[src/hdl/fsab_fifo.sv]
`timescale 1ns/1ps
`default_nettype none

module fsab_fifo #(
	parameter int  DEPTH     = 4,
	parameter type payload_t = logic [7:0]
) (
	input  wire           clk0_tb,
	input  wire           rst0_tb,
	input  wire           wr_en,
	input  wire payload_t wr_data,
	input  wire           rd_en,
	output payload_t      rd_data,
	output logic          empty
);
	localparam int AW = (DEPTH > 1) ? $clog2(DEPTH) : 1;
	localparam int CW = $clog2(DEPTH + 1);

	payload_t      mem [DEPTH];
	logic [AW-1:0] wr_ptr;
	logic [AW-1:0] rd_ptr;
	logic [CW-1:0] count;

	assign empty = (count == 0);

	always_ff @(posedge clk0_tb or posedge rst0_tb) begin
		if (rst0_tb) begin
			wr_ptr <= '0;
			rd_ptr <= '0;
			count  <= '0;
		end else begin
			if (wr_en)
				wr_ptr <= (wr_ptr == AW'(DEPTH - 1)) ? '0 : wr_ptr + 1'b1;
			if (rd_en)
				rd_ptr <= (rd_ptr == AW'(DEPTH - 1)) ? '0 : rd_ptr + 1'b1;
			count <= count + CW'(wr_en) - CW'(rd_en);
		end
	end

	always_ff @(posedge clk0_tb) begin
		if (wr_en)
			mem[wr_ptr] <= wr_data;
		if (rd_en)
			rd_data <= mem[rd_ptr]; // Valid the cycle after the pop
	end

endmodule

`default_nettype wire

[config.mk]
export PLATFORM = sky130hd
export DESIGN_NAME = fsab_fifo
export DESIGN_NICKNAME = d
export VERILOG_FILES = /design/src/hdl/fsab_fifo.sv
export SDC_FILE = /design/constraint.sdc
export NUM_CORES = 1
export LEC_CHECK = 0
export BUFFER_PORTS_ARGS = -buffer_cell sky130_fd_sc_hd__buf_2
export CORE_MARGIN = 3
export CORE_UTILIZATION = 40
export CTS_CLUSTER_SIZE = 10
export DETAILED_ROUTE_END_ITERATION = 16
export GPL_TIMING_DRIVEN = 1
export PLACE_DENSITY = 0.7
export SKIP_LAST_GASP = 1
export SLEW_MARGIN = 20
export SYNTH_ARGS = -nofsm -noshare
export SYNTH_HDL_FRONTEND = slang
export SYNTH_SLANG_ARGS = --single-unit
[constraint.sdc]
create_clock -name clk0_tb -period 1.75 [get_ports clk0_tb]
set_clock_uncertainty 0.2 [all_clocks]
set_input_delay 0.175 -clock clk0_tb [delete_from_list [all_inputs] [get_ports clk0_tb]]
set_output_delay 0.175 -clock clk0_tb [all_outputs]
set_load 0.01 [all_outputs]
# Yosys cells after proc, flatten, opt, wreduce, memory -nomap -nowiden
# Memory sizes are Yosys's and may differ from the RTL's. A register that Yosys moved wholly into a read port is not among the register bits.
# Index checks and enable logic that the tools add are counted.
dict set report totals {
  regBits 7
  ram_bits 32
  in_bits 12
  memories 1
}
# memory depth width rd rd_clocked_by_memory_dff write_ports line_no
set memory_table {}
lappend memory_table {mem 4 8 1 1 1 19} ;# payload_t mem [DEPTH];
dict set report op_classes {
  add_sub_neg 4
  n_eq_ne 2
  muxes 4
  n_reduce_logical 1
}
# operator count
set op_table {}
lappend op_table {{adder 2 x 1 -> 2 bit (second input constant)} 2}
lappend op_table {{equality test 2 bit (second input constant)} 2}
lappend op_table {{two-way mux 2 bit} 2}
lappend op_table {{adder 3 x 1 -> 3 bit} 1}
lappend op_table {{logical NOT 3 bit} 1}
lappend op_table {{subtractor 3 x 1 -> 3 bit} 1}
lappend op_table {{two-way mux 1 bit} 2}

# Longest topological paths before layout
# Gate-level depths: netlist (run 1).
dict set report logic_depth {
  depth_word 2
  ltp_mapped 8
}

# Least setup slack after synthesis (run 1)
# No wires, ideal clock.
dict set report synth_timing {
  path_type {flip-flop to flip-flop}
  start {register count[0]}
  end {register count[2]}
  setup_time_ps 124
  arrival_time_ps 1443
  required_ps 1426
  setup_slack_ps -17
  stages_incl_launch_ff 9
  n_path_buf 0
  period_less_slack_ps 1767
  cell_sequence {dfrtp_1 -> inv_1 -> ha_1 -> inv_1 -> ha_1 -> inv_1 -> fa_1 -> xnor2_1 -> xnor2_1}
}
dict set report synth_via {
  elab_chain_cells 2
}
# item line_no
set synth_lines {}
lappend synth_lines {{start, declared} 22} ;# logic [CW-1:0] count;
lappend synth_lines {{start signal, assigned} 36} ;# count <= count + CW'(wr_en) - CW'(rd_en);
lappend synth_lines {{adder 3 x 1 -> 3 bit} 36}
lappend synth_lines {{subtractor 3 x 1 -> 3 bit} 36}
# No other way between the ends.
# A chain may end at the register's enable or synchronous reset.

# Final worst setup path (run 1)
# Same ends and word-level chain as after synthesis.

==> results.py, run 1 <==
metrics = {
    "placed_design": {
        "dp_hpwl_um": 1890,
        "dp_worst_setup_slack_ns": -0.0803,
        "place_area_mm2": 0.00201,
        "portBuffers": 20,
        "routabilityCongestion": 0.676,
    },
    "clock_network": {
        "clk_path_buf_depth": 2,
        "ctsRootBufferMaster": "clkbuf_8",
        "tritoncts": "built",
        "h-tree-depth": 2,
        "clock_sinks": 47,
        "cts_buffers": 5,
        "clk_transition_reported_paths_ns": 0.08,
        "clk_latency_ns": 0.29,
    },
    "finish": {
        "synthToLayoutAreaGrowth_pct": 26.5,
        "multi_input_area_um2": 395,
        "fin_area_mm2": 0.00228,
        "seq_area_mm2": 0.00138,
        "fillers": 315,
        "diodes": 0,
        "final_layout_size_suffix_gt1_frac": 0.368,
        "nets": 152,
    },
    "sta": {
        "timing.final.max_slew_violations": 0,
        "fmax_mhz": 543,
        "setup-tns-final_ns": -0.0932,
        "rsz0062_at_grt": "true",
        "slew_headroom": 0.715,
        "hold_violations": 0,
        "worst_slack_ns": -0.0930,
        "worst_pin_slew_ns": 0.428,
        "post-route-min-period_ns": 1.84,
        "fin_crit_sh": 1.05,
        "setup-violations-final": 2,
    },
    "synth": {
        "synth_seq_cells": 47,
        "synthMuxAreaShare": 0.112,
        "synth_top_family_by_area": "multiplexers",
        "ys_seq_area_frac": 0.763,
        "synth_warnings": 0,
        "synth_fp_nets": 106,
        "synth_top_cells_by_area": "edfxtp_1 67%, mux4_2 10%, dfrtp_1 9.7%, ha_1 4.9%, inv_1 1.5%",
        "syn_area_mm2": 0.00180,
        "synth_compound_area_frac": 0.00555,
        "ys_types": 17,
        "syn-instance-count": 86,
        "avgSynthCellArea_um2": 21.0,
        "yosys.area.top_type": "edfxtp_1",
        "synth_fa_ha_area_frac": 0.0596,
        "synth-xor-area-share": 0.00971,
        "yosys.area_share.simple": 0.0270,
        "yosysTopAreaCellShare": 0.666,
    },
    "worst_setup_path": {
        "cp.arrival_ns": 1.82,
        "worstPathRequired_ns": 1.73,
        "start_kind": "flip-flop",
        "crit_path_max_fanout": 2,
        "end_kind": "flip-flop",
        "critPathKind": "flip-flop to flip-flop",
    },
    "drt": {
        "drt-wirelength-per-cell_um": 15.2,
        "firstDrtPassIters": 4,
        "initialDrtViolationCount": 50,
        "wl_um": 2780,
        "via_count": 883,
        "ant_nets": 0,
        "via_per_inst": 4.83,
        "post-route-drc-count": 0,
    },
    "status": {
        "failed_checks": "setup timing",
        "status": "complete, but fails checks",
    },
    "grt": {
        "grt_max_degree": 16,
        "grt.total_usage": 0.120,
        "grt_pass1_wl_um": 4510,
        "grt_pass1_vias": 892,
        "antenna_found_initial": 0,
        "grt-ovfl-total": 0,
    },
    "job": {
        "maxCapViolCount": 0,
    },
    "power": {
        "powerDensity_mw_per_mm2": 1480,
        "peakVddDrop_mv": 0.472,
        "cellLeakagePower_nw": 0.882,
    },
    "floorplanning": {
        "die_width_um": 73.2,
        "rows": 23,
        "core_area_mm2": 0.00417,
        "die_area_mm2": 0.00535,
        "start_util": 0.432,
        "io_pins": 21,
        "die_height_um": 73.2,
    },
    "min_path": {
        "hold_class": "primary input to flip-flop",
    },
}
[worst paths after layout]
check	startpoint	to	slack (ns)	cells after the start
max	count[0]	count[2]	-0.09	8
min	wr_en	wr_ptr[0]	0.08	3
max reg2reg	count[0]	count[2]	-0.09	8
min reg2reg	count[1]	count[2]	0.37	1
max in group asynchronous	rst0_tb	rd_ptr[0]	0.95	3
min in group asynchronous	rst0_tb	wr_ptr[0]	0.17	3
[sequential cells by signal, indices dropped and copies added (netlist names)]
name     flops
count        3
mem         32
rd_data      8
rd_ptr       2
wr_ptr       2
[final cells by class]
class / instances / share of cell area
sequential: 47 / 0.603
multi-input combinational: 30 / 0.173
timing repair buffer: 41 / 0.125
clock buffer: 5 / 0.0302
clock inverter: 3 / 0.0296
tap: 50 / 0.0274
inverter: 7 / 0.0115
[cell usage after synthesis]
library cell,instances
mux2_2,1
buf_6,1
or3b_1,1
ha_1,7
dfrtp_1,7
xnor2_1,2
mux2i_1,1
mux4_2,8
nor3_1,1
buf_2,1
and2_1,4
edfxtp_1,40
nand2_1,1
o21ai_0,2
inv_1,7
nand2b_1,1
fa_1,1
[metal layers]
layer	share of wire	global-route usage	up-vias
met5	0	0	-
met4	0.021	0.0615	0
met3	0.058	0.0482	5
met2	0.52	0.190	19
met1	0.40	0.140	439
li1	-	-	420
[layout by cell type, fill, tap and decap left out, types with 2 or more instances in the layout]
master / netlist / layout
edfxtp_1: 40 / 40
buf_2: 1 / 20
dlygate4sd3_1: 0 / 11
buf_4: 0 / 10
mux4_2: 8 / 8
inv_1: 7 / 7
ha_1: 7 / 7
dfrtp_1: 7 / 7
clkbuf_8: 0 / 5
and2_1: 4 / 4
o21ai_0: 2 / 2
bufinv_16: 0 / 2
[worst max-delay path, stage by stage, from the launching register on]
cell	delay, ns
dfrtp_1	0.35
inv_1	0.04
ha_1	0.27
inv_1	0.06
ha_1	0.13
inv_1	0.04
fa_2	0.35
xnor2_2	0.15
xnor2_1	0.13
[where the power goes]
part           total, mW  internal [mW]  switching [mW]  leakage, nW
sequential          1.65           1.51           0.135        0.455
clock              0.917          0.569           0.348       0.0644
combinational      0.809          0.456           0.353        0.363
[repair_timing]
item                                    4_1_cts  5_1_grt
buffers inserted                              1        1
pin swaps                                     0        1
hold buffers                                 11        0
gates resized for setup                       1        0
endpoints found under the hold margin        41        0
endpoints found under the setup margin        2        2
[kinds of logic after synthesis]
family                     after synthesis
muxes                                   10
and+or+nand+nor                          8
DFF                                     47
buffers and inverters                    9
xor gates and xnor gates                 2
AOI/OAI and AO/OA                        2
adders and majority gates                8
[metrics by stage]
stage / std cells / util / power, mW / hold WS (ns)
final: 183 / 0.547 / 3.37 / 0.0813
after detailed placement: 162 / 0.482 / 2.42 / -0.0636
after global placement: 162 / 0.482 / 2.36 / -0.0783
after CTS: 182 / 0.545 / 3.41 / 0.0701
after global routing: 183 / 0.547 / 3.58 / 0.0941
after floorplan: 86 / - / 2.14 / -0.222
No activity file was read; power rests on OpenSTA's default activity.
==> run 2, diff against run 1 <==
==> constraint.sdc (replaced) <==
create_clock -name clk0_tb -period 1.75 [get_ports clk0_tb]
set_clock_uncertainty 0.2 [all_clocks]
set_input_delay 0.0875 -clock clk0_tb [delete_from_list [all_inputs] [get_ports clk0_tb]]
set_output_delay 0.0875 -clock clk0_tb [all_outputs]
set_load 0.01 [all_outputs]
==> results.py, run 2 (synthesis gave the netlist of run 1 again) <==
metrics = {
    "status": {
        "status": "complete, but fails checks",
        "failed_checks": "setup timing",
    },
    "finish": {
        "final_layout_size_suffix_gt1_frac": 0.385,
        "fin_area_mm2": 0.00223,
        "diodes": 0,
        "synthToLayoutAreaGrowth_pct": 23.6,
        "largest_reg_flops": 32,
        "reg.largest.list": "mem: 32 flops, rd_data: 8 flops, count: 3 flops",
        "final_common_cell": "edfxtp_1",
        "regMostFlops": "mem",
        "layout_common_cells": "40 x edfxtp_1, 20 x buf_2, 10 x dlygate4sd3_1, 8 x mux4_2, 8 x buf_4",
        "nets": 149,
    },
    "placed_design": {
        "portBuffers": 20,
        "place_area_mm2": 0.00201,
        "dp_hpwl_um": 1900,
        "routabilityCongestion": 0.696,
    },
    "power": {
        "p_int_mw": 2.23,
        "power.switching_mw": 0.843,
        "finalPower_mw": 3.07,
        "powerDensity_mw_per_mm2": 1380,
        "cellLeakagePower_nw": 0.841,
        "p_clk_frac": 0.200,
        "combPwrFrac": 0.263,
        "netSwitchingFraction": 0.275,
        "peakVddDrop_mv": 0.701,
        "p_seq_frac": 0.537,
    },
    "min_path": {
        "hold_class": "primary input to asynchronous set/reset pin",
    },
    "grt": {
        "grt_max_degree": 15,
        "grt-ovfl-total": 0,
        "antenna_found_initial": 0,
        "grt_pass1_wl_um": 4500,
        "grt.total_usage": 0.119,
        "grt_pass1_vias": 950,
    },
    "worst_setup_path": {
        "start_kind": "flip-flop",
        "crit_path_max_fanout": 2,
        "r2r-end": "count[2]",
        "cp.arrival_ns": 1.78,
        "rrSetupSlack_ns": -0.05,
        "r2r_cells": 8,
        "rr_startpoint": "count[0]",
        "critPathLaunch": "count[0]",
        "critPathKind": "flip-flop to flip-flop",
        "worstPathRequired_ns": 1.73,
        "end_kind": "flip-flop",
    },
    "floorplanning": {
        "start_util": 0.432,
        "core_area_mm2": 0.00417,
        "io_pins": 21,
        "die_area_mm2": 0.00535,
        "die_height_um": 73.2,
        "rows": 23,
        "die_width_um": 73.2,
    },
    "sta": {
        "timing.final.max_slew_violations": 0,
        "setup-violations-final": 1,
        "hold_ws_ns": 0.0736,
        "rsz0062_at_grt": "true",
        "slew_headroom": 0.713,
        "setup-tns-final_ns": -0.0521,
        "worst_pin_slew_ns": 0.430,
        "worst_slack_ns": -0.0521,
        "hold_violations": 0,
        "fin_crit_sh": 1.03,
        "fmax_mhz": 555,
        "post-route-min-period_ns": 1.80,
    },
    "clock_network": {
        "h-tree-depth": 2,
        "clock_sinks": 47,
        "ctsRootBufferMaster": "clkbuf_8",
        "clk_transition_reported_paths_ns": 0.08,
        "clk_latency_ns": 0.29,
        "cts_buffers": 5,
        "tritoncts": "built",
        "clk_path_buf_depth": 2,
    },
    "job": {
        "maxCapViolCount": 0,
    },
    "drt": {
        "ant_nets": 0,
        "initialDrtViolationCount": 48,
        "firstDrtPassIters": 4,
        "wl_um": 2820,
        "via_count": 863,
        "via_per_inst": 4.79,
        "post-route-drc-count": 0,
        "drt-wirelength-per-cell_um": 15.7,
    },
}
-- run 2: cell count changes in the layout (fill, tap and decap cells not counted), sizes merged --
| cell | before | now |
|---|---|---|
| buf | 30 | 28 |
| bufinv | 2 | 0 |
| clkinv | 0 | 2 |
| dlygate4sd3 | 11 | 10 |
-- run 2: worst max path at each step --
stage / slack, ns / cells after the start / to
2_1_floorplan: 0.01 / 8 / count[2]
3_3_place_gp: 0.003 / 8 / count[2]
3_5_place_dp: -0.08 / 8 / count[2]
4_1_cts: -0.1 / 8 / count[2]
5_1_grt: -0.13 / 8 / count[2]
6_report: -0.05 / 8 / count[2]
-- run 2: area by class of cell --
cell class,instances,area (um^2)
multi-input cells,30,420
repair buffers,38,260
inverters,7,26.3
clock inverters,3,15.0
fillers,327,1940
clock buffers,5,68.8
flip-flops and latches,47,1380
well taps,50,62.6
-- run 2: critical path, stage by stage, from the launching register on --
cell and delay, ns:
dfrtp_1 0.39, inv_2 0.07, ha_4 0.19, inv_2 0.06
ha_4 0.12, inv_2 0.03, fa_2 0.36, xnor2_2 0.14
xnor2_1 0.12
-- run 2: repair_timing --
item | in CTS | in global routing
cloned | 0 | 0
buffers inserted | 1 | 0
endpoints found under the hold margin | 42 | 0
pin swaps | 0 | 3
resized for setup | 1 | 6
endpoints found under the setup margin | 2 | 2
hold buffers | 10 | 0
-- run 2: metrics by stage --
stage	util	worst slack [ns]	std cells
after floorplan	-	0.0138	86
after global placement	0.481	0.00294	161
after detailed placement	0.481	-0.0807	161
after CTS	0.528	-0.0951	180
after global routing	0.534	-0.125	180
final	0.534	-0.0521	180
-- run 2: power groups by stage --
| stage | Sequential (mW) | Clock, mW | Combinational [mW] |
|---|---|---|---|
| 6_report | 1.65 | 0.613 | 0.808 |
| 5_1_grt | 1.68 | 0.685 | 0.918 |
| 4_1_cts | 1.65 | 0.634 | 0.796 |
| 3_5_place_dp | 1.67 | 0 | 0.736 |
| 3_3_place_gp | 1.66 | 0 | 0.687 |
| 2_1_floorplan | 1.64 | 0 | 0.499 |
-- run 2: routing by layer --
layer,track usage,vias up,wire (um)
li1,-,409,-
met1,0.144,429,1180
met2,0.195,19,1480
met3,0.0413,6,118
met4,0.0492,0,47
met5,0,-,0
