$ cat config.mk
export PLATFORM = sky130hd
export DESIGN_NAME = fsab_ingress
export DESIGN_NICKNAME = d
export VERILOG_FILES = /design/src/hdl/fsab_mem_pkg.sv /design/src/hdl/fsab_ingress.sv
export VERILOG_INCLUDE_DIRS = /design/src /design/src/include
export SDC_FILE = /design/constraint.sdc
export NUM_CORES = 1
export LEC_CHECK = 0
export BUFFER_PORTS_ARGS = -buffer_cell sky130_fd_sc_hd__clkbuf_2
export CAP_MARGIN = 20
export CORE_AREA = 2 2 118 120
export CTS_BUF_LIST = sky130_fd_sc_hd__clkbuf_8
export CTS_CLUSTER_SIZE = 16
export DETAILED_ROUTE_END_ITERATION = 8
export DIE_AREA = 0 0 120 122
export GPL_ROUTABILITY_DRIVEN = 1
export PLACE_DENSITY = 0.82
export SYNTH_ARGS = -nofsm -noshare
export SYNTH_HDL_FRONTEND = slang
export SYNTH_SLANG_ARGS = --single-unit
$ cat constraint.sdc
create_clock -name clk0_tb -period 6.75 [get_ports clk0_tb]
set_clock_uncertainty 0.15 [all_clocks]
set_input_delay 0.3375 -clock clk0_tb [delete_from_list [all_inputs] [get_ports clk0_tb]]
set_output_delay 0.3375 -clock clk0_tb [all_outputs]
set_load 0.01 [all_outputs]
$ cat src/include/fsab_mem_cfg.svh
`ifndef FSAB_MEM_CFG_SVH
`define FSAB_MEM_CFG_SVH

// FSAB bus geometry
`define FSAB_DATA_W 64
`define FSAB_MASK_W 8
`define FSAB_ADDR_W 31
`define FSAB_DID_W 4
`define FSAB_LEN_W 4
`define FSAB_LEN_MAX 8

// Request credits also reused for responses
`define FSAB_INITIAL_CREDITS 4

// On-chip RAM of 128-bit words
`define MEM_ADDR_W 6

`endif

$ cat src/hdl/fsab_mem_pkg.sv
`default_nettype none
`include "fsab_mem_cfg.svh"

package fsab_mem_pkg;

	typedef enum logic {
		FSAB_READ  = 1'b0,
		FSAB_WRITE = 1'b1
	} fsab_mode_e;

	typedef struct packed {
		fsab_mode_e               mode;
		logic [`FSAB_DID_W-1:0]  did;
		logic [`FSAB_DID_W-1:0]  subdid;
		logic [`FSAB_ADDR_W-1:0] addr;    // Byte address on a 16-byte boundary
		logic [`FSAB_LEN_W-1:0]  len;     // Beats
	} fsab_req_t;

	// Two beats packed for one RAM word
	typedef struct packed {
		logic [`FSAB_DATA_W-1:0] hi_data;
		logic [`FSAB_MASK_W-1:0] hi_mask;
		logic [`FSAB_DATA_W-1:0] lo_data; // Earlier beat
		logic [`FSAB_MASK_W-1:0] lo_mask;
	} wdata_pair_t;

	typedef struct packed {
		logic [`FSAB_DID_W-1:0] did;
		logic [`FSAB_DID_W-1:0] subdid;
		logic [`FSAB_LEN_W-1:0] len;
	} resp_hdr_t;

	typedef struct packed {
		logic [`FSAB_DATA_W-1:0] hi;
		logic [`FSAB_DATA_W-1:0] lo;      // Lower address
	} mem_word_t;

endpackage

`default_nettype wire

$ cat src/hdl/fsab_ingress.sv
`timescale 1ns/1ps
`default_nettype none
`include "fsab_mem_cfg.svh"

module fsab_ingress import fsab_mem_pkg::*; (
	input  wire                    clk0_tb,
	input  wire                    rst0_tb,
	input  wire                    fsabo_valid,
	input  wire fsab_mode_e        fsabo_mode,
	input  wire [`FSAB_DID_W-1:0]  fsabo_did,
	input  wire [`FSAB_DID_W-1:0]  fsabo_subdid,
	input  wire [`FSAB_ADDR_W-1:0] fsabo_addr,
	input  wire [`FSAB_LEN_W-1:0]  fsabo_len,
	input  wire [`FSAB_DATA_W-1:0] fsabo_data,
	input  wire [`FSAB_MASK_W-1:0] fsabo_mask,
	output logic                   req_wr,
	output fsab_req_t              req_data,
	output logic                   pair_wr,
	output wdata_pair_t            pair_data
);
	logic [`FSAB_LEN_W-1:0]  beats_left;   // Write beats still to come
	logic                    have_prev;
	fsab_req_t               held_req;
	logic [`FSAB_DATA_W-1:0] prev_data;
	logic [`FSAB_MASK_W-1:0] prev_mask;
	logic                    new_req;
	logic                    write_beat;
	logic                    last_beat;

	assign new_req    = fsabo_valid && (beats_left == 0);
	assign write_beat = fsabo_valid && ((beats_left != 0) || (fsabo_mode == FSAB_WRITE));
	assign last_beat  = new_req ? (fsabo_len == 1) : (beats_left == 1);

	// A write request goes in with its last pair, so its data is always queued first
	assign pair_wr = write_beat && (have_prev || last_beat);
	assign req_wr  = (new_req && (fsabo_mode == FSAB_READ)) || (write_beat && last_beat);

	always_comb begin
		if (new_req) begin
			req_data.mode   = fsabo_mode;
			req_data.did    = fsabo_did;
			req_data.subdid = fsabo_subdid;
			req_data.addr   = fsabo_addr;
			req_data.len    = fsabo_len;
		end else begin
			req_data = held_req;
		end
	end

	always_comb begin
		if (have_prev) begin
			pair_data.hi_data = fsabo_data;
			pair_data.hi_mask = fsabo_mask;
			pair_data.lo_data = prev_data;
			pair_data.lo_mask = prev_mask;
		end else begin
			pair_data.hi_data = '0;        // Odd tail leaves the upper half untouched
			pair_data.hi_mask = '0;
			pair_data.lo_data = fsabo_data;
			pair_data.lo_mask = fsabo_mask;
		end
	end

	always_ff @(posedge clk0_tb or posedge rst0_tb) begin
		if (rst0_tb) begin
			beats_left <= '0;
			have_prev  <= 1'b0;
		end else begin
			if (new_req && (fsabo_mode == FSAB_WRITE))
				beats_left <= fsabo_len - 1'b1;
			else if (fsabo_valid && (beats_left != 0))
				beats_left <= beats_left - 1'b1;
			if (write_beat)
				have_prev <= !have_prev && !last_beat;
		end
	end

	always_ff @(posedge clk0_tb) begin
		if (new_req)
			held_req <= req_data;
		if (write_beat) begin
			prev_data <= fsabo_data;
			prev_mask <= fsabo_mask;
		end
	end

endmodule

`default_nettype wire

After elaboration in Yosys (flattened, before gate mapping)

Index checks and enable logic that the tools add are counted.

Flip-flop bits (word level): 121
Bits of input ports: 119
Output and inout port bits: 190
Word-level logic and storage cells: 35

Add/subtract/negate cells: 2
Equality and inequality tests: 2
Multiplexer cells: 5
Bitwise logic cells: 1
Reduce and logical (&&, ||, !) cells: 16

Operators with widths:

| cell                                                 | number |
|---|---|
| 2-to-1 mux 144 bit                                   | 1 |
| 2-to-1 mux 44 bit                                    | 1 |
| equality test 4 x 1 -> 1 bit (second input constant) | 2 |
| logical AND 1 bit                                    | 8 |
| 2-to-1 mux 4 bit                                     | 2 |
| subtractor 4 x 1 -> 4 bit (second input constant)    | 2 |
| zero test 4 bit                                      | 1 |
| nonzero test 4 bit                                   | 1 |
| logical OR 1 bit                                     | 3 |
| zero test 1 bit                                      | 2 |
| nonzero test 2 bit                                   | 1 |
| 2-to-1 mux 1 bit                                     | 1 |
| NOT 1 bit                                            | 1 |

Logic depth before layout (Yosys ltp)

Gate-level depths: netlist of run 1.

Depth in word-level cells: 5
Depth in mapped cells: 7

Worst setup path after synthesis of run 1

Ideal clock, no wire load.

Path type: reg2reg
From: register beats_left[0]
To: register prev_data[0] (enable)
Setup time: 426 ps
Arrival time: 2,315 ps
Required time: 6,174 ps
Path slack: 3,859 ps
Cell stages (with the launch flop): 6
Path buffers: 0
Period minus slack after synthesis: 2,891 ps
Path through: dfrtp_1 inv_1 ha_1 nand2b_1 o21ai_1 inv_1

Longest elaborated chain between the ends: 3

RTL lines:

| what                     | RTL line           | text |
|---|---|---|
| start: declaration       | fsab_ingress.sv:21 | `` logic [`FSAB_LEN_W-1:0] beats_left; `` |
| start signal: assignment | fsab_ingress.sv:70 | `beats_left <= fsabo_len - 1'b1;` |
| start signal: assignment | fsab_ingress.sv:72 | `beats_left <= beats_left - 1'b1;` |
| nonzero test 4 bit       | fsab_ingress.sv:31 | `assign write_beat = fsabo_valid && ((beats_left != 0) \|\| (fsabo_mode == FSAB_WRITE));` |
| logical OR 1 bit         | fsab_ingress.sv:31 |  |
| logical AND 1 bit        | fsab_ingress.sv:31 |  |
| via write_beat           | fsab_ingress.sv:27 | `logic write_beat;` |
| end signal: assignment   | fsab_ingress.sv:82 | `prev_data <= fsabo_data;` |
| end: declaration         | fsab_ingress.sv:24 | `` logic [`FSAB_DATA_W-1:0] prev_data; `` |

The timed path passes the listed nets, and every way through them passes these cells.
A chain may end at the register's enable or synchronous reset.

==> flow_summary.yaml, run 1 <==
cells_and_area:
  area_delta_synth_final_pct: 45.4
  finalNetCount: 885
  stdcell_area_mm2: 0.00871
  layout-drive-gt1-share_pct: 58.8
  antenna_cells: 0
  final_util_pct: 64.5
timing:
  tightest_slew_ns: 1.04
  fin_crit_ns: 3.63
  setup_tns_ns: 0
  fmax_mhz: 275
  slew_headroom_pct: 31.0
  fin_crit_sh_pct: 53.8
  rsz0062_at_grt: "false"
  slew_violations: 0
  setup_ws_ns: 3.12
  finalHoldViolCount: 0
  setup_viol: 0
  whs_ns: 0.0564
yosys:
  synth_ff_type: "edfxtp_1"
  yosys_warnings: 0
  avgSynthCellArea_um2: 15.8
  synth_xor_area_share_pct: 0.292
  syn-num-nets: 503
  synth.distinct_cells: 37
  synth_top_family_by_area: "multiplexers"
  netlist_instances: 379
  async_flop_share_pct: 4.13
  synth_simple_gate_area_share_pct: 9.35
  synth_seq_area_share_pct: 60.2
  synth_fa_ha_area_share_pct: 1.04
  synthMuxAreaShare_pct: 24.1
  synth_area_mm2: 0.00599
  synth_compound_gate_area_share_pct: 1.69
  ys_ff_latch: 121
  synth_edf_count: 116
route:
  antenna_left: 0
  drt_iter0_markers: 261
  totalWireLength_mm: 16.4
  drt-wirelength-per-cell_um: 17.2
  vias_per_cell: 4.90
  dr.pass1.iters: 5
  vias: 4670
  drc_errors: 0
setup_path:
  arrival_ns: 3.15
  path_class: "reg -> out"
  rrSetupSlack_ns: 3.78
  cp_cell_sequence: "inv_1 > ha_1 > and4bb_4 > buf_4 > mux2_2 > clkbuf_2"
  cp-end-kind: "output pin"
  worst_path_max_delay_cell: "buf_4"
  critPathBufInv: 3
  slowest_delay_ns: 0.84
  cp_top_family: "buffers and inverters"
  cp_max_fo: 73
  required_ns: 6.26
  cp-start-kind: "flop"
cts:
  cts_tree: "done"
  cts.clk_slew.worst_paths_ns: 0.07
  numCtsBuffers: 17
  cts.sinks: 121
  hold_buffers: 73
  clk_latency_ns: 0.43
  cts-root-buf: "clkbuf_8"
  clockBufferDepth: 2
  postCtsSetupBuffers: 0
  cts_resized: 0
  htree_levels: 4
placed_design:
  placed_area_mm2: 0.00763
  port_buffers: 308
  post-place-ws_ns: 3.55
  place_congestion: 0.882
  dp_hpwl_mm: 10.5
floorplan:
  start_util_pct: 44.4
  core-area_mm2: 0.0135
  dieHeight_um: 122
  rows: 43
  die_w_um: 120
  ios: 309
  dieArea_mm2: 0.0146
grt:
  grt.total_usage_pct: 21.6
  grt_pass1_wl_mm: 24.1
  grt-ovfl-total: 0
  grt_max_degree: 108
  antenna_found_initial: 0
  grt_pass1_vias: 4487
job:
  drv_cap: 0
pwr:
  power_density_mw_per_mm2: 321
  ir_worst_vdd_mv: 0.152
  power.leakage_uw: 0.00388
status:
  status: "completed"
min_path:
  hp-class: "in -> reg"
[logic make-up (layout without fill, tap and decap cells)]
logic type      count (synthesis)  in the layout
flops                         121            121
buf+inv                        31            426
simple gates                   89             89
fa+ha+maj                       5              5
xor+xnor                        2              2
mux                           116            116
compound gates                 15             15
[placed cells by master (no fill, tap or decap), drive strengths merged, types with 2 or more instances in the layout]
cell type	instances
nor2	2
clkinv	10
nand2	4
clkbuf	325
nand2b	2
bufinv	2
mux2	115
dlygate4sd3	73
and2	72
ha	5
a211o	2
inv	13
buf	3
o21ai	5
a21oi	2
edfxtp	116
dfrtp	5
[worst reg2reg max path: stages (launching register included)]
cell      delay [ns]
dfrtp_1         0.42
inv_1           0.11
ha_1            0.32
and4bb_4        0.45
buf_4           0.84
mux2_2          0.45
[path summary, 6_finish.rpt]
check | start | to | cells past startpoint
max in group asynchronous | rst0_tb | have_prev | 3
worst min register to register | beats_left[1] | beats_left[1] | 1
worst min-delay path | fsabo_addr[5] | held_req[9] | 2
min in group asynchronous | rst0_tb | beats_left[1] | 3
worst max-delay path | beats_left[0] | req_data[5] | 6
worst max register to register | beats_left[0] | held_req[5] | 5
[layer usage]
layer / wire length (um) / track usage (%) / part of all wire, %
met2: 8260 / 36.6 / 50
met4: 373 / 8.75 / 2.3
met3: 1260 / 7.77 / 7.7
met1: 6490 / 25.0 / 40
met5: 0 / 0 / 0
[sequential cells by signal, indices dropped and copies added (netlist names)]
register,count
beats_left,4
held_req,44
prev_data,64
have_prev,1
prev_mask,8
[final cells by class]
type	instances	area (um^2)
clock buffers	17	234
inverters	10	37.5
multi-input cells	227	2190
well taps	180	225
repair buffers	384	2290
fillers	966	4790
flip-flops and latches	121	3610
clock inverters	15	119
[where the power goes]
part           switching (uW)  internal [uW]  total [uW]  leakage [uW]
logic                     612            583        1190       0.00253
registers                68.7            939        1010       0.00116
clock network             280            314         594      0.000194
[metrics by stage]
stage / instances / power (uW)
4_1_cts: 954 / 2810
2_1_floorplan: 379 / 1760
6_report: 954 / 2800
5_1_grt: 954 / 2950
3_3_place_gp: 849 / 2140
3_5_place_dp: 849 / 2170
[cell usage after synthesis (2+ instances only)]
cell type | n | share of area (%)
a211o_1 | 2 | 0.29
and2_1 | 72 | 7.5
ha_1 | 5 | 1.0
edfxtp_1 | 116 | 58
mux2_4 | 37 | 9.3
o21ai_1 | 2 | 0.17
nand2b_1 | 2 | 0.21
dfrtp_1 | 5 | 2.1
a21oi_1 | 2 | 0.17
mux2_2 | 78 | 15
buf_2 | 7 | 0.58
inv_1 | 10 | 0.63
buf_12 | 4 | 1.3
nand2_1 | 3 | 0.19
o21ai_0 | 3 | 0.25
clkbuf_1 | 9 | 0.56
nor2_1 | 2 | 0.13
Note: power is estimated with default switching activity, not from simulation.
==> inputs of run 2 (changes only) <==
--- a/config.mk
+++ b/config.mk
@@ -6,15 +6,16 @@
 export SDC_FILE = /design/constraint.sdc
 export NUM_CORES = 1
 export LEC_CHECK = 0
+export ABC_AREA = 1
 export BUFFER_PORTS_ARGS = -buffer_cell sky130_fd_sc_hd__clkbuf_2
 export CAP_MARGIN = 20
-export CORE_AREA = 2 2 118 120
+export CORE_MARGIN = 2
+export CORE_UTILIZATION = 43
 export CTS_BUF_LIST = sky130_fd_sc_hd__clkbuf_8
 export CTS_CLUSTER_SIZE = 16
 export DETAILED_ROUTE_END_ITERATION = 8
-export DIE_AREA = 0 0 120 122
 export GPL_ROUTABILITY_DRIVEN = 1
-export PLACE_DENSITY = 0.82
+export PLACE_DENSITY = 0.83
 export SYNTH_ARGS = -nofsm -noshare
 export SYNTH_HDL_FRONTEND = slang
 export SYNTH_SLANG_ARGS = --single-unit
==> constraint.sdc (replaced) <==
create_clock -name clk0_tb -period 3 [get_ports clk0_tb]
set_clock_uncertainty 0.15 [all_clocks]
set_input_delay 0.15 -clock clk0_tb [delete_from_list [all_inputs] [get_ports clk0_tb]]
set_output_delay 0.15 -clock clk0_tb [all_outputs]
set_load 0.01 [all_outputs]
==> run 2 against run 1 <==
  * Global-route usage is 2.9 points higher
  * Sequential cell count stayed put
  * Final area is 5.0% higher
  * Largest cell class unchanged
==> flow_summary.yaml, run 2 <==
status:
  status: "completed"
route:
  vias: 6277
  antenna_left: 0
  totalWireLength_mm: 18.7
  vias_per_cell: 4.76
  drt-wirelength-per-cell_um: 14.2
  drc_errors: 0
  drt_iter0_markers: 451
  dr.pass1.iters: 5
setup_path:
  required_ns: 2.70
  rrSetupSlack_ns: 0.93
  worst_path_max_delay_cell: "dfrtp_1"
  cp-end-kind: "output pin"
  worst-path-stages: 8
  cp_max_fo: 83
  reg2regPathDepth: 7
  path_class: "reg -> out"
  cp_cell_sequence: "inv_1 > ha_1 > nand3_2 > inv_2 > buf_12 > nand2_1 > nand2_1 > clkbuf_2"
  crit_end: "req_data[30]"
  r2r_end: "held_req[30]"
  arrival_ns: 2.34
  cp-startpoint: "beats_left[0]"
  r2r_start: "beats_left[0]"
  critPathBufInv: 4
  cp_top_family: "buffers and inverters"
  cpMostUsedCell: "nand2_1"
  slowest_delay_ns: 0.41
  cp-start-kind: "flop"
yosys:
  synth_compound_gate_area_share_pct: 0.461
  synth.distinct_cells: 19
  synth_edf_count: 116
  synthMuxAreaShare_pct: 0
  avgSynthCellArea_um2: 8.38
  synth_top_family_by_area: "simple AND/OR/NAND/NOR gates"
  synth_seq_area_share_pct: 60.5
  yosysTopAreaCell: "edfxtp_1"
  ys_top_cells_by_count: "nand2_1 (442), edfxtp_1 (116), inv_1 (86)"
  synth_area_mm2: 0.00597
  synth_fa_ha_area_share_pct: 1.05
  synth_area_leaders: "edfxtp_1 (58%), nand2_1 (28%), inv_1 (5.4%)"
  yosys_warnings: 0
  synth_xor_area_share_pct: 0.294
  synth_ff_type: "edfxtp_1"
  yosysTopAreaCellShare_pct: 58.4
  ys_ff_latch: 121
  syn-num-nets: 836
  netlist_instances: 712
  synth_simple_gate_area_share_pct: 29.3
  async_flop_share_pct: 4.13
  synth.most_common_cell: "nand2_1"
grt:
  grt.total_usage_pct: 24.5
  grt_max_degree: 146
  antenna_found_initial: 0
  grt_pass1_wl_mm: 28.2
  grt-ovfl-total: 0
  grt_pass1_vias: 5873
pwr:
  power_density_mw_per_mm2: 755
  ir_worst_vdd_mv: 0.658
  report.power.total_uw: 6910
  power.leakage_uw: 0.00513
cts:
  postCtsSetupBuffers: 0
  cts_tree: "done"
  cts.sinks: 121
  clk_latency_ns: 0.42
  numCtsBuffers: 17
  clockBufferDepth: 2
  cts_resized: 0
  htree_levels: 4
  cts-root-buf: "clkbuf_8"
  cts.clk_slew.worst_paths_ns: 0.07
cells_and_area:
  layout_common_cells: "nand2_1 (442), clkbuf_2 (308), dlygate4sd3_1 (117)"
  reg_top3: "prev_data (64), held_req (44), prev_mask (8)"
  largest_reg_flops: 64
  layout_commonest_cell: "nand2_1"
  fillers: 988
  antenna_cells: 0
  layout-drive-gt1-share_pct: 30.2
  area_delta_synth_final_pct: 53.3
  top_register: "prev_data"
  finalNetCount: 1252
timing:
  finalHoldViolCount: 0
  fin_crit_sh_pct: 88.2
  slew_headroom_pct: 58.9
  rsz0062_at_grt: "false"
  slew_violations: 0
  fmax_mhz: 378
  fin_crit_ns: 2.64
  setup_tns_ns: 0
  setup_ws_ns: 0.355
  setup_viol: 0
  tightest_slew_ns: 0.616
placed_design:
  port_buffers: 308
  place_congestion: 0.805
  post-place-ws_ns: 0.819
  dp_hpwl_mm: 10.8
floorplan:
  dieArea_mm2: 0.0148
  core-area_mm2: 0.0137
  dieHeight_um: 122
  start_util_pct: 43.5
  die_w_um: 122
  rows: 43
  ios: 309
job:
  drv_cap: 0
min_path:
  hp-class: "in -> reg"
  worstHoldStart: "fsabo_len[1]"
-- run 2: through the flow --
step                util, %  cells  hold WS [ns]  cell area (um^2)
CTS                    66.7   1319        0.0112              9150
finish                 66.7   1319        0.0546              9150
global placement       55.8   1172        -0.106              7650
floorplan                 -    712        -0.221              5970
detailed placement     55.8   1172        -0.105              7650
global route           66.7   1319        0.0809              9150
-- run 2: layer usage --
metal | vias up | share of wire [%] | GRT usage [%] | wire, um
met1 | 2889 | 37 | 27.4 | 7030
met2 | 312 | 51 | 42.4 | 9620
met5 | - | 0 | 0 | 0
met4 | 0 | 4.5 | 14.4 | 845
li1 | 3008 | - | - | -
met3 | 68 | 6.7 | 6.09 | 1250
-- run 2: tightest hold or removal path: stages --
cell and delay [ns]:
clkbuf_2 0.10, nor2_1 0.06, nand3_1 0.06, nand2_1 0.05, nand2_1 0.06, nand3_1 0.06, nand2_1 0.05
-- run 2: power by group --
group          leakage (uW)  total (uW)  internal (uW)  switching (uW)
clock              0.000168        1240            622             621
combinational       0.00380        3390           1200            2190
sequential          0.00116        2280           2180            96.4
total               0.00513        6910           4000            2910
-- run 2: worst min-delay path by stage --
stage	to	slack [ns]	depth (start not counted)
6_report	beats_left[3]	0.05	7
5_1_grt	beats_left[3]	0.08	7
4_1_cts	beats_left[3]	0.01	7
3_5_place_dp	beats_left[0]	-0.11	2
3_3_place_gp	beats_left[0]	-0.11	2
2_1_floorplan	beats_left[0]	-0.22	1
-- run 2: kinds of logic (layout without fill, tap and decap cells) --
group	after synthesis	after routing
compound gates	5	5
xor+xnor	2	2
fa+ha+maj	5	5
buf+inv	121	548
flops	121	121
simple gates	458	458
-- run 2: final cells by class --
type	count	area [um^2]	share of cell area, %
multi-input cells	470	1860	20.3
repair buffers	430	2800	30.6
clock inverters	13	91.3	0.998
flip-flops and latches	121	3610	39.5
well taps	180	225	2.46
clock buffers	17	234	2.56
inverters	88	330	3.61
-- run 2: repair_timing --
action,4_1_cts,5_1_grt
hold buffers,117,0
hold endpoints to repair,120,0
setup endpoints to repair,0,0
