**src/include/fsab_mem_cfg.svh**
```systemverilog
`ifndef FSAB_MEM_CFG_SVH
`define FSAB_MEM_CFG_SVH

// FSAB bus geometry
`define FSAB_DATA_W 64
`define FSAB_MASK_W 8
`define FSAB_ADDR_W 31
`define FSAB_DID_W 4
`define FSAB_LEN_W 4
`define FSAB_LEN_MAX 8

// Request credits also reused for responses
`define FSAB_INITIAL_CREDITS 4

// On-chip RAM of 128-bit words
`define MEM_ADDR_W 6

`endif

```
**src/hdl/fsab_mem_pkg.sv**
```systemverilog
`default_nettype none
`include "fsab_mem_cfg.svh"

package fsab_mem_pkg;

	typedef enum logic {
		FSAB_READ  = 1'b0,
		FSAB_WRITE = 1'b1
	} fsab_mode_e;

	typedef struct packed {
		fsab_mode_e               mode;
		logic [`FSAB_DID_W-1:0]  did;
		logic [`FSAB_DID_W-1:0]  subdid;
		logic [`FSAB_ADDR_W-1:0] addr;    // Byte address on a 16-byte boundary
		logic [`FSAB_LEN_W-1:0]  len;     // Beats
	} fsab_req_t;

	// Two beats packed for one RAM word
	typedef struct packed {
		logic [`FSAB_DATA_W-1:0] hi_data;
		logic [`FSAB_MASK_W-1:0] hi_mask;
		logic [`FSAB_DATA_W-1:0] lo_data; // Earlier beat
		logic [`FSAB_MASK_W-1:0] lo_mask;
	} wdata_pair_t;

	typedef struct packed {
		logic [`FSAB_DID_W-1:0] did;
		logic [`FSAB_DID_W-1:0] subdid;
		logic [`FSAB_LEN_W-1:0] len;
	} resp_hdr_t;

	typedef struct packed {
		logic [`FSAB_DATA_W-1:0] hi;
		logic [`FSAB_DATA_W-1:0] lo;      // Lower address
	} mem_word_t;

endpackage

`default_nettype wire

```
**src/hdl/mem_sequencer.sv**
```systemverilog
`timescale 1ns/1ps
`default_nettype none
`include "fsab_mem_cfg.svh"

module mem_sequencer import fsab_mem_pkg::*; (
	input  wire                     clk0_tb,
	input  wire                     rst0_tb,
	input  wire                     req_empty,
	input  wire fsab_req_t          req_q,
	input  wire wdata_pair_t        pair_q,
	input  wire                     resp_done,
	output logic                    req_rd,
	output logic                    pair_rd,
	output logic                    mem_we,
	output logic                    mem_re,
	output logic [`MEM_ADDR_W-1:0]  mem_idx,
	output mem_word_t               mem_wword,
	output logic [15:0]             mem_wmask,
	output logic                    hdr_wr,
	output resp_hdr_t               hdr_data,
	output logic                    fsabo_credit
);
	localparam int CRW = $clog2(`FSAB_INITIAL_CREDITS + 1);

	typedef enum logic [2:0] {S_IDLE, S_HDR, S_WRITE, S_RWAIT, S_READ} state_e;

	state_e                 state;
	logic [`FSAB_LEN_W-1:0] words_left;
	logic [`MEM_ADDR_W-1:0] word_idx;
	logic [CRW-1:0]         resp_credits;
	logic                   last_word;
	logic                   debit;

	assign last_word = (words_left == 1);
	assign req_rd    = (state == S_IDLE) && !req_empty;
	assign pair_rd   = ((state == S_HDR) && (req_q.mode == FSAB_WRITE)) ||
	                   ((state == S_WRITE) && !last_word);
	assign mem_we    = (state == S_WRITE);  // Pair popped last cycle
	assign mem_re    = (state == S_READ);
	assign mem_idx   = word_idx;
	assign mem_wword = '{hi: pair_q.hi_data, lo: pair_q.lo_data};
	assign mem_wmask = {pair_q.hi_mask, pair_q.lo_mask};

	// Response space is reserved before any read is issued
	assign debit    = (state == S_RWAIT) && (resp_credits != 0);
	assign hdr_wr   = debit;
	assign hdr_data = '{did: req_q.did, subdid: req_q.subdid, len: req_q.len};

	assign fsabo_credit = (mem_we || mem_re) && last_word;

	always_ff @(posedge clk0_tb or posedge rst0_tb) begin
		if (rst0_tb) begin
			state      <= S_IDLE;
			words_left <= '0;
			word_idx   <= '0;
		end else begin
			case (state)
				S_IDLE: begin
					if (req_rd)
						state <= S_HDR;
				end
				S_HDR: begin
					words_left <= {1'b0, req_q.len[`FSAB_LEN_W-1:1]} + req_q.len[0];
					word_idx   <= req_q.addr[4 +: `MEM_ADDR_W]; // 16 bytes per word
					state      <= (req_q.mode == FSAB_WRITE) ? S_WRITE : S_RWAIT;
				end
				S_RWAIT: begin
					if (debit)
						state <= S_READ;
				end
				S_WRITE, S_READ: begin
					words_left <= words_left - 1'b1;
					word_idx   <= word_idx + 1'b1;
					if (last_word)
						state <= S_IDLE;
				end
				default: state <= S_IDLE;
			endcase
		end
	end

	always_ff @(posedge clk0_tb or posedge rst0_tb) begin
		if (rst0_tb)
			resp_credits <= CRW'(`FSAB_INITIAL_CREDITS);
		else
			resp_credits <= resp_credits - CRW'(debit) + CRW'(resp_done);
	end

endmodule

`default_nettype wire

```
**config.mk**
```make
export PLATFORM = sky130hd
export DESIGN_NAME = mem_sequencer
export DESIGN_NICKNAME = d
export VERILOG_FILES = /design/src/hdl/fsab_mem_pkg.sv /design/src/hdl/mem_sequencer.sv
export VERILOG_INCLUDE_DIRS = /design/src /design/src/include
export SDC_FILE = /design/constraint.sdc
export NUM_CORES = 1
export LEC_CHECK = 0
export ABC_CLOCK_PERIOD_IN_PS = 2900
export BUFFER_PORTS_ARGS = -buffer_cell sky130_fd_sc_hd__buf_2
export CAP_MARGIN = 20
export CORE_AREA = 2 2 140 142
export CTS_BUF_LIST = sky130_fd_sc_hd__clkbuf_16
export DETAILED_ROUTE_END_ITERATION = 8
export DIE_AREA = 0 0 142 144
export SYNTH_ARGS = -nofsm -noshare
export SYNTH_HDL_FRONTEND = slang
export SYNTH_SLANG_ARGS = --single-unit
export TNS_END_PERCENT = 100
```
**constraint.sdc**
```tcl
create_clock -name clk0_tb -period 2.9 [get_ports clk0_tb]
set_clock_uncertainty 0.2 [all_clocks]
set_input_delay 0.145 -clock clk0_tb [delete_from_list [all_inputs] [get_ports clk0_tb]]
set_output_delay 0.145 -clock clk0_tb [all_outputs]
set_load 0.02 [all_outputs]
```
Word-level counts from Yosys, hierarchy flattened
Cells that the tools add are included.
Widths: inputs -> output; s select.
{"block": "op_classes", "addsub": 5, "eq_ne": 8, "mux": 7, "reduce_logical": 14}
{"op": "$pmux 3 s4", "count": 1}
{"op": "$pmux 6 s2", "count": 1}
{"op": "$mux 3", "count": 3}
{"op": "$pmux 4 s2", "count": 1}
{"op": "$add 6x1->6 const B", "count": 1}
{"op": "$eq 3x2->1 const B", "count": 2}
{"op": "$ne 2x2->1 const B", "count": 3}
{"op": "$logic_and 1x1->1", "count": 5}
{"op": "$add 3x1->4", "count": 1}
{"op": "$eq 4x1->1 const B", "count": 1}
{"op": "$sub 4x1->4 const B", "count": 1}
{"op": "$add 3x1->3", "count": 1}
{"op": "$eq 3x1->1 const B", "count": 1}
{"op": "$eq 3x3->1 const B", "count": 1}
{"op": "$logic_not 3->1", "count": 1}
{"op": "$reduce_and 3->1", "count": 1}
{"op": "$reduce_bool 3->1", "count": 1}
{"op": "$sub 3x1->3", "count": 1}
{"op": "$logic_not 1->1", "count": 2}
{"op": "$logic_or 1x1->1", "count": 2}
{"op": "$reduce_bool 2->1", "count": 1}
{"op": "$reduce_or 2->1", "count": 1}
{"op": "$mux 1", "count": 1}
{"block": "totals", "register_bits": 16, "input_bits": 192, "elab_cells": 38}

Longest topological paths before layout
Gate-level depths: netlist of the first run.
{"block": "depth", "depth_word": 4, "mapped_depth": 10}

Least setup slack after synthesis of the first run
No wires, ideal clock.
{"block": "synth_path", "kind": "reg2reg", "start": "register resp_credits[1]", "end": "register resp_credits[2]", "t_arrival_ps": 2257, "path_slack_ps": 368, "stages_incl_launch_ff": 10, "path_buffers": 0, "period_less_slack_ps": 2532, "path_cell_list": "dfrtp_1 > or3_1 > and3_1 > ha_1 > inv_1 > ha_1 > inv_1 > fa_1 > xnor2_1 > xnor2_1"}
{"block": "synth_between", "elab_chain_len": 4}
{"element": "from (decl)", "line": "mem_sequencer.sv:30", "rtl": "logic [CRW-1:0] resp_credits;"}
{"element": "from (signal assigned)", "line": "mem_sequencer.sv:84", "rtl": "resp_credits <= CRW'(`FSAB_INITIAL_CREDITS);"}
{"element": "from (signal assigned)", "line": "mem_sequencer.sv:86", "rtl": "resp_credits <= resp_credits - CRW'(debit) + CRW'(resp_done);"}
{"element": "$reduce_bool 3->1", "line": "mem_sequencer.sv:45", "rtl": "assign debit = (state == S_RWAIT) && (resp_credits != 0);"}
{"element": "$logic_and 1x1->1", "line": "mem_sequencer.sv:45"}
{"element": "net hdr_wr", "line": "mem_sequencer.sv:19", "rtl": "output logic hdr_wr,"}
{"element": "$sub 3x1->3", "line": "mem_sequencer.sv:86"}
{"element": "$add 3x1->3", "line": "mem_sequencer.sv:86"}
The timed path passes the listed nets, and every way through them passes these cells.
A chain may end at the register's enable or synchronous reset.

Final worst setup path of the first run
{"block": "layout_path", "start": "register resp_credits[1]", "end": "register resp_credits[2]"}
{"block": "layout_between", "elab_chain_len": 4}
{"element": "$reduce_bool 3->1", "line": "mem_sequencer.sv:45"}
{"element": "$logic_and 1x1->1", "line": "mem_sequencer.sv:45"}
{"element": "$sub 3x1->3 (*)", "line": "mem_sequencer.sv:86"}
{"element": "$add 3x1->3 (*)", "line": "mem_sequencer.sv:86"}
Every way passes the cells marked *; elsewhere a longest branch is shown, timed or not.

==> impl_metrics.yaml, run 1 <==
synth:
  syn_nets: 479
  synth.distinct_cells: 44
  postSynth.asyncResetShare_pct: 100.0
  syn_avg_cell_area_sq_um: 8.305
  synth_area_sq_um: 2317
  ys.warnings.count: 0
  yosys_most_used_dff: "sky130_fd_sc_hd__dfrtp_1"
  synth-edff-count: 0
  ys_seq_elements: 16
  synthDominantCellAreaShare_pct: 51.19
  yosys.area.top_type: "sky130_fd_sc_hd__buf_4"
  yosysSeqAreaShare_pct: 17.33
  synthesis.instances: 279
  synth_common_cells: "sky130_fd_sc_hd__buf_4 (158), sky130_fd_sc_hd__dfrtp_1 (15), sky130_fd_sc_hd__inv_1 (11)"
  yosysMostFrequentCell: "sky130_fd_sc_hd__buf_4"
  synth.top_cells.by_area: "sky130_fd_sc_hd__buf_4 (51%), sky130_fd_sc_hd__dfrtp_1 (16%), sky130_fd_sc_hd__ha_1 (3.8%)"
route:
  postRouteAntennaNets: 0
  via_count: 1267
  drt_wl_total_um: 6376
  routed_via_density: 3.183
  drtIter0Drc: 36
  routed_wire_length_per_instance_um: 16.02
  detail_route.drc_violations: 0
  firstDrtPassIters: 4
flow_run:
  max_cap_viol_count: 0
timing:
  finalWorstSetupSlack_ns: 0.2803
  unrepaired_setup_endpoints_after_global_routing: "no"
  report.final.setup_viol: 0
  fmax_ghz: 0.3817
  slew_headroom_pct: 53.66
  fin_tns_setup_ns: 0
  final_min_period_over_clock_period_pct: 90.34
  drv_slew: 0
  finalHoldViolCount: 0
  min_period_ns: 2.620
  worst_pin_slew_ns: 0.6943
global_route:
  globalRoute.totalOverflow: 0
  grt_antenna_before_repair: 2
  via_count_of_the_first_global_routing_pass: 1365
  wire_length_of_the_first_global_routing_pass_um: 8859
  grt_start_max_net_pins: 23
  track_usage_pct: 5.952
cts:
  tritoncts.num_buffers: 3
  postCtsHoldBufs: 6
  cts.reportedPaths.clkPinSlew_ns: 0.06
  clock-root-buffer: "sky130_fd_sc_hd__clkbuf_16"
  total_setup_buffers_inserted_after_cts: 0
  clk_path_buf_depth: 2
  clock_sinks: 16
  htree_num_levels: 1
  clk_latency_ns: 0.25
  tritoncts: "built"
  cts.repair.resized: 0
worst_hold_path:
  worst_hold_path.num_cells: 3
  hold_path_class: "in -> reg"
floorplan:
  die-height_um: 144
  floorplan.rows: 51
  start_util_pct: 12.15
  ios: 360
  dieArea_sq_um: 20450
  core_region_area_sq_um: 19080
  die-width_um: 142
setup_path:
  setup.worst_path.end: "resp_credits[2]"
  reg2reg_from: "resp_credits[1]"
  crit_type: "reg -> reg"
  crit_path_max_fanout: 3
  r2r_end: "resp_credits[2]"
  worst_setup_path_end_kind: "register"
  r2r_cells: 9
  startpoint: "resp_credits[1]"
  timing.critical_path.from_type: "register"
  worst_endpoint_data_arrival_time_ns: 2.59
  setup.reg_to_reg.worst_slack_ns: 0.28
  timing.critical_path.required_ns: 2.87
power:
  combinational_power_share_pct: 57.9
  seq_power_share_pct: 26.5
  switching_power_mw: 0.8327
  power_per_cell_area_nw_per_um2: 1043
  max_vdd_drop_uv: 248.6
  power.switching_fraction_pct: 46.90
  cellInternalPower_mw: 0.9429
  power.clock.fraction_pct: 15.6
  static_leak_nw: 0.6837
placement:
  place_congestion: 0.7657
  port_buffers: 30
  place_hpwl_um: 5108
  dp_worst_setup_slack_ns: 0.2864
layout:
  post_route_cells_drive_above_1_share_pct: 27.50
  final_core_utilization_pct: 8.925
  layout.nets: 361
  area.growth.synth_to_final_pct: -26.51
  insertedDiodeCount: 0
status:
  status: "finished, final reports clean"
-- worst min path at each step --
stage,start,to,slack (ns)
CTS,req_q[13],mem_idx[5],0.01
global placement,rst0_tb,resp_credits[0],0.09
global route,req_q[13],mem_idx[5],0.04
detailed placement,rst0_tb,resp_credits[0],0.09
finish,req_q[13],mem_idx[5],0.02
floorplan,rst0_tb,mem_idx[0],-0.14
-- logic make-up after synthesis --
family / Yosys count / share of synthesized area (%)
buffers and inverters: 173 / 54.59
AOI/OAI and AO/OA: 37 / 10.64
and+or+nand+nor: 36 / 9.126
DFF: 16 / 17.33
adders and majority gates: 9 / 5.129
xor gates and xnor gates: 6 / 2.268
muxes: 2 / 0.9179
-- through the flow --
step,hold slack [ns],instance area (sq um),total power [mW],cells
floorplan,-0.1420,2317,1.563,279
global placement,0.08936,1564,1.491,388
detailed placement,0.09014,1564,1.517,388
CTS,0.01013,1703,1.812,398
global route,0.04320,1703,1.963,398
finish,0.01512,1703,1.776,398
-- registers in the layout, indices dropped and copies added, names as in the netlist --
signal        flops
mem_idx           6
words_left        4
resp_credits      3
state             3
-- critical path, cell delays in order (launching register included) --
cell                      delay (ns)
sky130_fd_sc_hd__dfrtp_1        0.42
sky130_fd_sc_hd__or3_1          0.43
sky130_fd_sc_hd__and3_1         0.26
sky130_fd_sc_hd__ha_1           0.30
sky130_fd_sc_hd__inv_1          0.05
sky130_fd_sc_hd__ha_1           0.13
sky130_fd_sc_hd__inv_1          0.05
sky130_fd_sc_hd__fa_1           0.38
sky130_fd_sc_hd__xnor2_1        0.18
sky130_fd_sc_hd__xnor2_1        0.15
-- power groups by stage --
| stage | Sequential, mW | Clock (mW) | Combinational, mW |
|---|---|---|---|
| global placement | 0.471 | 0 | 1.02 |
| detailed placement | 0.476 | 0 | 1.04 |
| floorplan | 0.508 | 0 | 1.05 |
| CTS | 0.473 | 0.288 | 1.05 |
| global route | 0.494 | 0.299 | 1.17 |
| finish | 0.471 | 0.277 | 1.03 |
-- routing by layer --
| layer | GRT usage [%] | vias up | wire length, um |
|---|---|---|---|
| met5 | 0 | - | 0 |
| met4 | 7.211 | 0 | 760 |
| met3 | 4.172 | 86 | 1082 |
| met2 | 7.958 | 139 | 2643 |
| met1 | 5.443 | 516 | 1889 |
| li1 | - | 526 | - |
-- layout by cell type (no fill, tap or decap), drive strengths merged, types with 2 or more instances in the layout --
cell type    count
buf             33
dfrtp           15
o21ai           12
inv             11
nand3            7
nor2             7
ha               7
nor3             7
a21oi            6
dlygate4sd3      6
nand2            5
a22oi            5
xnor2            4
clkbuf           3
nor4             2
xor2             2
o22a             2
a31oi            2
-- layout make-up --
type / instances / area, sq um
clock buffers: 3 / 75.07
clock inverters: 1 / 3.754
fillers: 2191 / 17380
inverters: 11 / 41.29
multi-input cells: 90 / 650.6
flip-flops and latches: 16 / 401.6
well taps: 238 / 297.8
repair buffers: 39 / 232.7
Power figures use the tool's default switching activity.
==> inputs of run 2 (changes only) <==
--- a/config.mk
+++ b/config.mk
@@ -7,12 +7,12 @@
 export NUM_CORES = 1
 export LEC_CHECK = 0
 export ABC_CLOCK_PERIOD_IN_PS = 2900
-export BUFFER_PORTS_ARGS = -buffer_cell sky130_fd_sc_hd__buf_2
 export CAP_MARGIN = 20
-export CORE_AREA = 2 2 140 142
+export CORE_AREA = 2 2 138 140
 export CTS_BUF_LIST = sky130_fd_sc_hd__clkbuf_16
 export DETAILED_ROUTE_END_ITERATION = 8
-export DIE_AREA = 0 0 142 144
+export DIE_AREA = 0 0 140 142
+export DONT_BUFFER_PORTS = 1
 export SYNTH_ARGS = -nofsm -noshare
 export SYNTH_HDL_FRONTEND = slang
 export SYNTH_SLANG_ARGS = --single-unit
==> run 2 against run 1 <==
Compared with the run above: the flow now finishes with violations (design-rule violations); non-clock buffer count shrank 25; sequential power grew 17%; total power shrank 4.0%; sequential share of layout area grew 1.6 points; global-route usage shrank 0.29 points; final area shrank 6.2%; clock-buffer cell count is the same; worst hold slack is essentially flat; critical path type unchanged.
==> impl_metrics.yaml, run 2 (synthesis results as in run 1) <==
status:
  status: "complete, but fails checks"
  failing_checks: "design-rule violations"
global_route:
  globalRoute.totalOverflow: 0
  grt_antenna_before_repair: 0
  grt_start_max_net_pins: 23
  track_usage_pct: 5.657
  wire_length_of_the_first_global_routing_pass_um: 7997
  via_count_of_the_first_global_routing_pass: 1152
layout:
  num-fill-cells: 2115
  layout.nets: 336
  area.growth.synth_to_final_pct: -31.05
  commonest_cells_after_routing_fill_and_taps_aside: "sky130_fd_sc_hd__dfrtp_1 (15), sky130_fd_sc_hd__inv_1 (11), sky130_fd_sc_hd__o21ai_0 (9), sky130_fd_sc_hd__dlygate4sd3_1 (9)"
  post_route_cells_drive_above_1_share_pct: 11.85
  layout_commonest_cell: "sky130_fd_sc_hd__dfrtp_1"
  largest_reg_flops: 6
floorplan:
  core_region_area_sq_um: 18460
  die-width_um: 140
  start_util_pct: 12.56
  floorplan.rows: 50
  ios: 360
  dieArea_sq_um: 19880
  die-height_um: 142
flow_run:
  max_cap_viol_count: 0
timing:
  drv_slew: 0
  report.final.setup_viol: 0
  unrepaired_setup_endpoints_after_global_routing: "no"
  slew_headroom_pct: 57.48
  worst_pin_slew_ns: 0.6372
  min_period_ns: 2.671
  fmax_ghz: 0.3744
  finalHoldViolCount: 0
  final_min_period_over_clock_period_pct: 92.11
  fin_tns_setup_ns: 0
setup_path:
  worst_endpoint_data_arrival_time_ns: 2.64
  setup.reg_to_reg.worst_slack_ns: 0.23
  worst_setup_path_end_kind: "register"
  critPathMaxStageDelay_ns: 0.43
  timing.critical_path.from_type: "register"
  crit_type: "reg -> reg"
  timing.critical_path.required_ns: 2.87
  crit_chain: "or3_1, and3_1, ha_1, inv_1, ha_1, inv_1, fa_1, xnor2_1, xnor2_1"
  critical-path-slowest-cell: "sky130_fd_sc_hd__or3_1"
  crit_path_max_fanout: 3
placement:
  place_hpwl_um: 4740
  port_buffers: 0
  place_congestion: 0.6980
route:
  routed_wire_length_per_instance_um: 15.78
  drtIter0Drc: 122
  via_count: 1160
  top_signal_layer_used: "met4"
  detail_route.drc_violations: 50
  routedLengthMet1_um: 1717
  routed_via_density: 3.127
  met3RoutedLength_um: 1250
  firstDrtPassIters: 9
  drt_wl_total_um: 5856
  postRouteAntennaNets: 0
  met2_wirelength_um: 2202
cts:
  tritoncts.num_buffers: 3
  clk_latency_ns: 0.25
  htree_num_levels: 1
  total_setup_buffers_inserted_after_cts: 0
  clock_sinks: 16
  clock-root-buffer: "sky130_fd_sc_hd__clkbuf_16"
  clk_path_buf_depth: 2
  cts.reportedPaths.clkPinSlew_ns: 0.05
  tritoncts: "built"
power:
  power.total_mw: 1.704
  static_leak_nw: 0.5804
  power_per_cell_area_nw_per_um2: 1066
  max_vdd_drop_uv: 536.7
worst_hold_path:
  hold_path_class: "in -> reg"
-- run 2: stage by stage --
step	cell area, sq um	setup slack, ns	cells	hold WS, ns	utilization (%)
after global placement	1424	0.2501	356	-0.03444	7.715
after detailed placement	1424	0.2334	356	-0.03059	7.715
after global routing	1593	0.09199	369	0.01088	8.631
after CTS	1593	0.2060	369	0.006182	8.631
final	1598	0.2289	371	0.01487	8.658
after floorplan	2317	0.3676	279	-0.1420	-
-- run 2: final cells by class --
class                      instances  area (sq um)  share of cell area, %
multi-input combinational         90         650.6                  40.72
sequential                        16         401.6                  25.14
tap                              234         292.8                  18.32
timing repair buffer              14         127.6                  7.987
clock buffer                       3         75.07                  4.699
inverter                          11         41.29                  2.584
antenna                            2         5.005                 0.3132
clock inverter                     1         3.754                 0.2349
-- run 2: per-layer routing --
metal	vias up	track usage, %
met5	-	0
met4	0	7.549
met3	66	4.240
met2	143	6.897
met1	474	5.273
li1	477	-
-- run 2: worst paths after layout --
check / from / to / cells past startpoint
worst min-delay path: req_empty / state[0] / 3
worst min register to register: resp_credits[1] / resp_credits[2] / 1
worst max register to register: resp_credits[1] / resp_credits[2] / 9
min in group asynchronous: rst0_tb / words_left[1] / 2
max in group asynchronous: rst0_tb / mem_idx[0] / 2
worst max-delay path: resp_credits[1] / resp_credits[2] / 9
-- run 2: critical path, delay by kind of cell (launching register included) --
| kind | cells | cell delay (ns) |
|---|---|---|
| DFF | 1 | 0.42 |
| buffers and inverters | 2 | 0.10 |
| and+or+nand+nor | 2 | 0.74 |
| adders and majority gates | 3 | 0.82 |
| xor gates and xnor gates | 2 | 0.32 |
-- run 2: timing repair --
| item | CTS | global route |
|---|---|---|
| hold buffers | 9 | 0 |
| gates resized for setup | 0 | 0 |
| setup endpoints to repair | 0 | 0 |
| hold endpoints to repair | 23 | 0 |
-- run 2: power breakdown --
part	leakage [nW]	switching (mW)	total, mW	internal, mW
Sequential	0.192	0.203	0.551	0.349
Combinational	0.350	0.517	0.881	0.364
Clock	0.0385	0.0889	0.272	0.183
Total	0.580	0.808	1.70	0.896
